File: src/rob_pkg.sv
package rob_pkg;

    localparam int XLEN      = 32;
    localparam int REG_COUNT = 32;
    localparam int TAG_W     = 4;   // room for up to 16 entries

    typedef logic [4:0]       reg_idx_t;
    typedef logic [TAG_W-1:0] rob_tag_t;

    typedef struct packed {
        logic     valid;
        logic     is_branch;
        reg_idx_t dest;
        reg_idx_t rs1;
        reg_idx_t rs2;
    } decoded_inst_t;

    // branch view of a result word, predicted not taken
    typedef struct packed {
        logic        taken;
        logic [30:0] target;   // carried along only
    } branch_outcome_t;

    typedef union packed {
        logic [XLEN-1:0] data;
        branch_outcome_t branch;
    } cdb_result_u;

    typedef struct packed {
        logic        valid;
        rob_tag_t    tag;
        cdb_result_u result;
    } cdb_t;

    // value is good when ready, otherwise tag names the producer
    typedef struct packed {
        logic            ready;
        rob_tag_t        tag;
        logic [XLEN-1:0] value;
        logic            pad;
    } operand_t;

    typedef struct packed {
        logic     valid;
        rob_tag_t tag;
        operand_t src1;
        operand_t src2;
    } issue_t;

    typedef struct packed {
        logic            valid;
        reg_idx_t        dest;
        logic [XLEN-1:0] value;
    } retire_t;

    typedef struct packed {
        logic            complete;
        logic [XLEN-1:0] value;
    } rob_read_t;

endpackage

File: src/map_table.sv
`timescale 1ns/1ps

module map_table import rob_pkg::*; (
    input  logic     clock,
    input  logic     reset,
    input  reg_idx_t rs1,
    input  reg_idx_t rs2,
    input  logic     rename_en,
    input  reg_idx_t rename_dest,
    input  rob_tag_t rename_tag,
    input  retire_t  retire_in,
    input  rob_tag_t retire_tag,
    input  logic     squash,
    output rob_tag_t tag1,
    output rob_tag_t tag2,
    output logic     pend1,
    output logic     pend2
);

    logic [REG_COUNT-1:0] pending;
    rob_tag_t             tags [REG_COUNT];

    logic do_rename;
    logic do_clear;

    // r0 is never renamed, so it never shows up as pending
    assign do_rename = rename_en && (rename_dest != '0);

    // only drop the mapping if no younger producer took the register
    assign do_clear = retire_in.valid && pending[retire_in.dest] &&
                      (tags[retire_in.dest] == retire_tag);

    assign tag1  = tags[rs1];
    assign tag2  = tags[rs2];
    assign pend1 = pending[rs1];
    assign pend2 = pending[rs2];

    always_ff @(posedge clock) begin
        if (reset || squash) begin
            pending <= '0;   // whole table forgotten on mispredict
        end else begin
            if (do_clear) begin
                pending[retire_in.dest] <= 1'b0;
            end
            if (do_rename) begin   // later write wins over the clear
                pending[rename_dest] <= 1'b1;
            end
        end
    end

    // tag field only means something while pending is set
    always_ff @(posedge clock) begin
        if (do_rename) begin
            tags[rename_dest] <= rename_tag;
        end
    end

endmodule

File: src/dispatch_stage.sv
`timescale 1ns/1ps

module dispatch_stage import rob_pkg::*; (
    input  logic            clock,
    input  logic            reset,
    input  decoded_inst_t   id_in,
    input  cdb_t            cdb_in,
    input  rob_tag_t        tail_tag,
    input  logic            rob_full,
    input  logic            stall,
    input  logic            squash,
    input  rob_tag_t        map_tag1,
    input  rob_tag_t        map_tag2,
    input  logic            map_pend1,
    input  logic            map_pend2,
    input  rob_read_t       rob_rd1,
    input  rob_read_t       rob_rd2,
    input  logic [XLEN-1:0] reg_val1,
    input  logic [XLEN-1:0] reg_val2,
    output logic            accept,
    output issue_t          issue_out
);

    operand_t src1;
    operand_t src2;

    // register file, then rob entry, then cdb bypass, else wait on tag
    function automatic operand_t resolve(
        input logic            pend,
        input rob_tag_t        tag,
        input rob_read_t       rd,
        input logic [XLEN-1:0] reg_val,
        input cdb_t            cdb
    );
        operand_t op;
        op.ready = 1'b1;
        op.tag   = tag;
        op.value = reg_val;
        op.pad   = 1'b0;
        if (pend) begin
            if (rd.complete) begin
                op.value = rd.value;
            end else if (cdb.valid && (cdb.tag == tag)) begin
                op.value = cdb.result.data;   // same cycle broadcast
            end else begin
                op.ready = 1'b0;
                op.value = '0;
            end
        end
        return op;
    endfunction

    assign accept = id_in.valid && !rob_full && !stall && !squash;

    assign src1 = resolve(map_pend1, map_tag1, rob_rd1, reg_val1, cdb_in);
    assign src2 = resolve(map_pend2, map_tag2, rob_rd2, reg_val2, cdb_in);

    always_ff @(posedge clock) begin
        if (reset) begin
            issue_out.valid <= 1'b0;
        end else begin
            issue_out.valid <= accept;   // one cycle pulse per dispatch
            if (accept) begin
                issue_out.tag  <= tail_tag;
                issue_out.src1 <= src1;
                issue_out.src2 <= src2;
            end
        end
    end

endmodule

File: src/reorder_buffer.sv
`timescale 1ns/1ps

module reorder_buffer import rob_pkg::*; #(
    parameter int ROB_DEPTH = 8
) (
    input  logic          clock,
    input  logic          reset,
    input  logic          alloc,
    input  decoded_inst_t alloc_inst,
    input  cdb_t          cdb_in,
    input  logic          stall,
    input  rob_tag_t      rd_tag1,
    input  rob_tag_t      rd_tag2,
    output rob_read_t     rd1,
    output rob_read_t     rd2,
    output rob_tag_t      tail_tag,
    output rob_tag_t      head_tag,
    output logic          rob_full,
    output retire_t       retire_out,
    output logic          squash
);

    localparam int IDX_W = $clog2(ROB_DEPTH);

    typedef struct packed {
        logic            busy;
        logic            complete;
        logic            mispredict;
        logic            is_branch;
        reg_idx_t        dest;
        logic [XLEN-1:0] value;
    } rob_entry_t;

    rob_entry_t entries [ROB_DEPTH];

    logic [IDX_W-1:0] head;
    logic [IDX_W-1:0] tail;
    logic [IDX_W:0]   count;

    rob_entry_t       head_entry;
    logic [IDX_W-1:0] cdb_idx;
    logic [IDX_W-1:0] rd_idx1;
    logic [IDX_W-1:0] rd_idx2;
    logic             retire_go;

    assign tail_tag = rob_tag_t'(tail);
    assign head_tag = rob_tag_t'(head);
    assign rob_full = (count == (IDX_W+1)'(ROB_DEPTH));

    assign cdb_idx = cdb_in.tag[IDX_W-1:0];
    assign rd_idx1 = rd_tag1[IDX_W-1:0];
    assign rd_idx2 = rd_tag2[IDX_W-1:0];

    // operand lookups for dispatch
    assign rd1.complete = entries[rd_idx1].busy && entries[rd_idx1].complete;
    assign rd1.value    = entries[rd_idx1].value;
    assign rd2.complete = entries[rd_idx2].busy && entries[rd_idx2].complete;
    assign rd2.value    = entries[rd_idx2].value;

    assign head_entry = entries[head];
    assign retire_go  = head_entry.busy && head_entry.complete && !stall;

    // taken branch at the head flushes everything younger
    assign squash = retire_go && head_entry.mispredict;

    // branches and r0 never write a register
    assign retire_out.valid = retire_go && !head_entry.is_branch &&
                              (head_entry.dest != '0);
    assign retire_out.dest  = head_entry.dest;
    assign retire_out.value = head_entry.value;

    always_ff @(posedge clock) begin
        if (reset || squash) begin
            head  <= '0;
            tail  <= '0;
            count <= '0;
            for (int i = 0; i < ROB_DEPTH; i++) begin
                entries[i].busy       <= 1'b0;
                entries[i].complete   <= 1'b0;
                entries[i].mispredict <= 1'b0;
            end
        end else begin
            if (cdb_in.valid) begin   // recorded even while stalled
                entries[cdb_idx].complete <= 1'b1;
                entries[cdb_idx].value    <= cdb_in.result.data;
                if (entries[cdb_idx].is_branch && cdb_in.result.branch.taken) begin
                    entries[cdb_idx].mispredict <= 1'b1;
                end
            end
            if (alloc) begin
                entries[tail].busy       <= 1'b1;
                entries[tail].complete   <= 1'b0;
                entries[tail].mispredict <= 1'b0;
                entries[tail].is_branch  <= alloc_inst.is_branch;
                entries[tail].dest       <= alloc_inst.dest;
                tail <= tail + 1'b1;   // wraps, depth is a power of two
            end
            if (retire_go) begin
                entries[head].busy <= 1'b0;
                head <= head + 1'b1;
            end
            case ({alloc, retire_go})
                2'b10:   count <= count + 1'b1;
                2'b01:   count <= count - 1'b1;
                default: ;   // both or neither
            endcase
        end
    end

endmodule

File: src/arch_reg_file.sv
`timescale 1ns/1ps

module arch_reg_file import rob_pkg::*; (
    input  logic            clock,
    input  logic            reset,
    input  retire_t         retire_in,
    input  reg_idx_t        rd_idx1,
    input  reg_idx_t        rd_idx2,
    output logic [XLEN-1:0] rd_val1,
    output logic [XLEN-1:0] rd_val2
);

    logic [XLEN-1:0] regs [REG_COUNT];

    logic wr_en;

    assign wr_en = retire_in.valid && (retire_in.dest != '0);

    // old value is seen in the write cycle
    // map table still points at the rob entry then
    assign rd_val1 = (rd_idx1 == '0) ? '0 : regs[rd_idx1];
    assign rd_val2 = (rd_idx2 == '0) ? '0 : regs[rd_idx2];

    always_ff @(posedge clock) begin
        if (reset) begin
            for (int i = 0; i < REG_COUNT; i++) begin
                regs[i] <= '0;
            end
        end else if (wr_en) begin
            regs[retire_in.dest] <= retire_in.value;   // committed state
        end
    end

endmodule

File: src/rob_core.sv
`timescale 1ns/1ps

module rob_core import rob_pkg::*; #(
    parameter int ROB_DEPTH = 8
) (
    input  logic          clock,
    input  logic          reset,
    input  logic          stall,
    input  decoded_inst_t id_in,
    input  cdb_t          cdb_in,
    output issue_t        issue_out,
    output retire_t       retire_out,
    output logic          rob_full,
    output logic          squash
);

    logic            accept;
    rob_tag_t        tail_tag;
    rob_tag_t        head_tag;
    rob_tag_t        map_tag1;
    rob_tag_t        map_tag2;
    logic            map_pend1;
    logic            map_pend2;
    rob_read_t       rob_rd1;
    rob_read_t       rob_rd2;
    logic [XLEN-1:0] reg_val1;
    logic [XLEN-1:0] reg_val2;

    dispatch_stage u_dispatch (
        .clock     (clock),
        .reset     (reset),
        .id_in     (id_in),
        .cdb_in    (cdb_in),
        .tail_tag  (tail_tag),
        .rob_full  (rob_full),
        .stall     (stall),
        .squash    (squash),
        .map_tag1  (map_tag1),
        .map_tag2  (map_tag2),
        .map_pend1 (map_pend1),
        .map_pend2 (map_pend2),
        .rob_rd1   (rob_rd1),
        .rob_rd2   (rob_rd2),
        .reg_val1  (reg_val1),
        .reg_val2  (reg_val2),
        .accept    (accept),
        .issue_out (issue_out)
    );

    map_table u_map (
        .clock       (clock),
        .reset       (reset),
        .rs1         (id_in.rs1),
        .rs2         (id_in.rs2),
        .rename_en   (accept),
        .rename_dest (id_in.dest),
        .rename_tag  (tail_tag),
        .retire_in   (retire_out),
        .retire_tag  (head_tag),
        .squash      (squash),
        .tag1        (map_tag1),
        .tag2        (map_tag2),
        .pend1       (map_pend1),
        .pend2       (map_pend2)
    );

    // pending tags from the map go straight to the rob lookup ports
    reorder_buffer #(
        .ROB_DEPTH (ROB_DEPTH)
    ) u_rob (
        .clock      (clock),
        .reset      (reset),
        .alloc      (accept),
        .alloc_inst (id_in),
        .cdb_in     (cdb_in),
        .stall      (stall),
        .rd_tag1    (map_tag1),
        .rd_tag2    (map_tag2),
        .rd1        (rob_rd1),
        .rd2        (rob_rd2),
        .tail_tag   (tail_tag),
        .head_tag   (head_tag),
        .rob_full   (rob_full),
        .retire_out (retire_out),
        .squash     (squash)
    );

    arch_reg_file u_regs (
        .clock     (clock),
        .reset     (reset),
        .retire_in (retire_out),
        .rd_idx1   (id_in.rs1),
        .rd_idx2   (id_in.rs2),
        .rd_val1   (reg_val1),
        .rd_val2   (reg_val2)
    );

endmodule

File: config.mk
export PLATFORM = sky130hd
export DESIGN_NAME = rob_core
export DESIGN_NICKNAME = d
export VERILOG_FILES = /design/src/rob_pkg.sv /design/src/map_table.sv /design/src/dispatch_stage.sv /design/src/reorder_buffer.sv /design/src/arch_reg_file.sv /design/src/rob_core.sv
export SDC_FILE = /design/constraint.sdc
export NUM_CORES = 2
export LEC_CHECK = 0
export BUFFER_PORTS_ARGS = -buffer_cell sky130_fd_sc_hd__buf_2
export CORE_ASPECT_RATIO = 2
export CORE_MARGIN = 2
export CORE_UTILIZATION = 40
export CTS_CLUSTER_DIAMETER = 50
export DETAILED_ROUTE_END_ITERATION = 12
export PLACE_DENSITY_LB_ADDON = 0.25
export REMOVE_ABC_BUFFERS = 1
export SYNTH_ARGS = -nofsm -noshare
export SYNTH_HDL_FRONTEND = slang
export SYNTH_SLANG_ARGS = --single-unit
File: constraint.sdc
create_clock -name clock -period 5.6 [get_ports clock]
set_input_delay 1.12 -clock clock [delete_from_list [all_inputs] [get_ports clock]]
set_output_delay 1.12 -clock clock [all_outputs]
set_load 0.01 [all_outputs]
Word level (Yosys, flattened, before mapping) --
Memories as Yosys holds them, arrays and structs flattened. A register that Yosys moved wholly into a read port is not among the register bits. Index checks and enable logic that the tools add are counted.
Storage, ports and cells: register bits after elaboration 120, bits in writable memories 1448, input port bits 57, word-level logic and storage cells 133, memories 3
Cells by class: $add $sub $neg 4, $lt $le $gt $ge 6, equal/unequal tests 6, muxes and demuxes 60, bitwise gates (word level) 6, reductions and logical operators 36
Memories:
- u_regs.regs | words 32, width 32, rd ports 2, clocked after Yosys merged registers in 0, write ports 32, line arch_reg_file.sv:13 | logic [XLEN-1:0] regs [REG_COUNT];
- u_rob.entries | words 8, width 41, rd ports 4, clocked after Yosys merged registers in 1, write ports 8, line reorder_buffer.sv:34 | rob_entry_t entries [ROB_DEPTH];
- u_map.tags | words 32, width 3, rd ports 3, clocked after Yosys merged registers in 0, write ports 1, line map_table.sv:21 | rob_tag_t tags [REG_COUNT];
Operator list (count):
- 32-bit two-way mux | 12
- 41-bit two-way mux | 3
- 41-bit OR reduction | 3
- 32-bit bitwise AND | 1
- 32-bit NOT | 1
- 32-bit bitwise OR | 1
- 32-bit OR reduction | 1
- 1-bit two-way mux | 30
- 5-bit by 6-bit less-than comparator with 1-bit output, second input constant | 4
- 3-bit two-way mux | 7
- 1-bit logical AND | 19
- 1-bit binary-select mux with 5-bit select | 3
- 1-bit demux with 5-bit select | 2
- 5-bit by 1-bit >= comparator with 1-bit output, second input constant | 2
- 5-bit zero test | 2
- 5-bit two-way mux | 2
- 5-bit nonzero test | 2
- 4-bit == test | 2
- 4-bit case mux with 2 select lines | 1
- 3-bit by 1-bit adder with 3-bit output, second input constant | 2
- 4-bit by 1-bit adder with 4-bit output, second input constant | 1
- 4-bit by 3-bit == test with 1-bit output | 1
- 4-bit == test, second input constant | 1
- 1-bit zero test | 4
- other kinds (8) | 11

Depth between registers and ports, before layout --
word-level depth 10, depth in mapped cells 16, mapped depth without buffers 14

Hierarchy --
Synthesis repeated with hierarchy kept, for this count alone.
Unflattened totals: cell total of the unflattened synthesis 5416, area, all modules 84835.1 um2
By module, submodules not included:
- arch_reg_file | instances 1, cells an instance 3502, area an instance 54235.8 um2
- reorder_buffer | instances 1, cells an instance 897, area an instance 17184.0 um2
- map_table | instances 1, cells an instance 649, area an instance 9376.5 um2
- dispatch_stage | instances 1, cells an instance 368, area an instance 4038.9 um2

Least setup slack after synthesis --
OpenSTA, ideal clock, no wires.
path type input-to-reg, start input id_in[0] (netlist name), end register, netlist name u_dispatch.issue_out[10], setup time 261 ps, data arrival time 4382 ps, data required time 5339 ps, setup slack 957 ps, stages on the path 9, buffers on the path 5, cells stage by stage buf_2 > buf_2 > buf_2 > buf_2 > buf_1 > mux4_2 > mux4_2 > mux2_2 > a221o_1
RTL lines:
- start: declaration | line rob_core.sv:9 | input decoded_inst_t id_in,

==> impl_metrics.yaml <==
clock_network:
  cts_root_buf: "clkbuf_16"
  cts_buffers: 149
  clkLatencyLatePin_ps: 820
  post_cts_buffers: 0
  htreeDepth: 4
  cts-hold-fix-buffers: 0
  cts_tree: "yes"
  cts_sinks: 1569
  cts_resized: 0
  path_clk_slew_ps: 70
  clk_path_buf_depth: 4
routing:
  drtPass1Iterations: 6
  vias_per_cell: 6.490
  drtIter0Drc: 6432
  postRouteAntennaNets: 0
  vias: 55234
  avgRoutedWirePerCell_microns: 35.35
  routed_wirelength_mm: 300.9
  drc: 0
synthesis:
  syn_area_per_cell_sq_um: 14.05
  yosys_warnings: 0
  synth_ff_type: "edfxtp_1"
  synthDistinctLibCells: 72
  synthCells: 5743
  async_reset_ff_share_pct: 0
  synthesis.area_sq_um: 80690
  synth_edf_count: 1499
  ys_ff_latch: 1569
  ys_seq_area_share_pct: 57.52
floorplan:
  num_io_pins: 178
  rows: 233
  dieArea_sq_um: 205600
  fp.dieW_microns: 321.6
  core_sq_um: 200900
  die_h_microns: 639.2
  start_util_pct: 40.17
worst_setup_path:
  crit_fanout: 19
  worstPathRequired_ps: 4480
  slowest_delay_ps: 600
  worstSetupPathType: "reg2out"
  start_kind: "register"
  path_common_cell: "buf_4"
  crit_chain: "mux4_2 > mux2i_2 > inv_2 > buf_4 > nor2_1 > buf_4 > a211o_1 > inv_1 > buf_2"
  end_kind: "output pin"
  crit_path_top_delay_cell: "dfxtp_4"
  worstPathArrival_ps: 4280
timing:
  setup_slack_ps: 204.4
  min_period_over_period_pct: 96.35
  relSlewSlack_pct: 15.28
  worstMarginPinSlew_ps: 1253
  max_freq_mhz: 185.3
  setup_viol: 0
  rsz0062_at_grt: "false"
  drv_slew: 0
  min_period_ps: 5396
  fin_skew_ps: 70.08
  hold_viol_final: 0
final_layout:
  multi_input_area_sq_um: 32550
  instances_no_fill: 8511
  finish.instance_area_sq_um: 90670
  regArea_sq_um: 46430
  final_layout_size_suffix_gt1_share_pct: 26.93
  final_cell_mix: "edfxtp_1, nor2_1, mux4_2"
  nNetsFinal: 5881
  fillers: 17732
  layout_commonest_cell: "edfxtp_1"
  syn2layout_area_growth_pct: 12.36
run:
  maxCapViolCount: 0
global_route:
  grt_pass1_wl_mm: 419.8
  gr-total-overflow: 0
  grt_pass1_vias: 56983
  grt_antenna_before_repair: 11
  grtUsageTotal_pct: 28.96
  grt_max_degree: 130
placed_design:
  dp_hpwl_mm: 197.5
  port_buffers: 172
  dp_cells: 8252
  dpl-instance-area_sq_um: 86000
  place_congestion: 0.9965
  dp_slack_ps: 331.1
power:
  p_leak_uw: 0.03225
  ir_drop_v: 0.0001966
  p_per_area_nw_per_um2: 293.2
outcome:
  status: "finished, final reports clean"
hold_path:
  worstHoldPathType: "reg2reg"
## routing by layer
| metal | vias to the layer above | GRT usage [%] | share of wire (%) |
|---|---|---|---|
| met4 | 14 | 21.27 | 8.7 |
| met5 | - | 0 | 0.033 |
| li1 | 22167 | - | - |
| met2 | 3411 | 52.20 | 52 |
| met1 | 28479 | 30.49 | 31 |
| met3 | 1163 | 4.208 | 7.6 |
## worst paths after layout
check | depth (start not counted) | slack, ps | endpoint | startpoint
worst max-delay path | 9 | 200 | retire_out[37] | register
worst min-delay path | 2 | 500 | u_rob.entries[2][39] | u_rob.entries[2][39]
worst max register to register | 13 | 580 | u_map.pending[4] | register
worst min register to register | 2 | 500 | u_rob.entries[2][39] | u_rob.entries[2][39]
## cell families after synthesis
logic type | Yosys count | synth area share (%)
AO/OA/AOI/OAI | 421 | 3.613
XOR/XNOR | 16 | 0.1737
adder cells (fa/ha/maj) | 6 | 0.1023
buffers and inverters | 663 | 3.292
flip-flops | 1569 | 57.52
multiplexers | 1155 | 25.41
other | 1 | 0.004647
AND/OR/NAND/NOR | 1912 | 9.879
## critical path: cells and delay by family, from the launching register on
family	cells	cell delay (ps)
buffers and inverters	5	1090
muxes	2	1170
DFF	1	600
AOI/OAI and AO/OA	1	450
and+or+nand+nor	1	120
## area by class of cell
type | instances | share of cell area, %
sequential | 1569 | 51.20
multi-input combinational | 3550 | 35.90
clock buffer | 178 | 4.266
timing repair buffer | 433 | 3.690
tap | 2585 | 3.567
clock inverter | 73 | 0.8653
inverter | 115 | 0.4816
antenna | 8 | 0.02208
## through the flow
| step | util (%) | total power [uW] | setup TNS, ps | hold WS (ps) |
|---|---|---|---|---|
| after floorplan | - | 15220 | -6983000 | 457.3 |
| after global placement | 42.81 | 16480 | -2567 | 470.1 |
| after detailed placement | 42.81 | 16530 | 0 | 479.8 |
| after CTS | 45.13 | 26610 | 0 | 495.7 |
| after global routing | 45.13 | 27140 | 0 | 521.3 |
| final | 45.14 | 26580 | 0 | 496.0 |
## flip-flops by register name, summed over array words and instances (netlist names), named ones only
signal	count
u_dispatch.issue_out	76
u_map.pending	32
u_map.tags	96
u_regs.regs	1024
u_rob.count	4
u_rob.entries	328
u_rob.head	3
u_rob.tail	3
## power breakdown
group	leakage [uW]	switching [uW]	total [uW]	internal (uW)
clock network	0.00227	4600	10300	5670
logic	0.0144	1790	2970	1180
registers	0.0155	180	13300	13200
## synthesized netlist by cell type, types with 8 or more instances
cell type	number	area (sq um)
nor2b_1	8	50.05
nand3_1	255	1276
edfxtp_1	1499	45010
nor2_1	1082	4061
mux2i_1	341	3413
a21oi_1	81	405.4
buf_4	23	172.7
o21ai_1	20	100.1
o21ai_0	69	345.3
mux4_2	703	15830
a22oi_1	16	120.1
and3_1	27	168.9
xnor2_1	9	78.83
mux2_2	107	1205
nor4_1	8	50.05
nand2_1	391	1468
clkbuf_1	412	1546
nand2b_1	50	312.8
o22ai_1	21	131.4
o221ai_1	25	219.0
buf_2	59	295.3
nor3_1	20	100.1
a221o_1	46	460.4
buf_1	53	198.9
inv_1	110	412.9
a31oi_1	10	62.56
dfxtp_1	70	1401
o211ai_1	47	352.8
a211oi_1	28	210.2
nand4_1	35	219.0
a221oi_1	17	148.9
(Power assumes the default switching activity.)
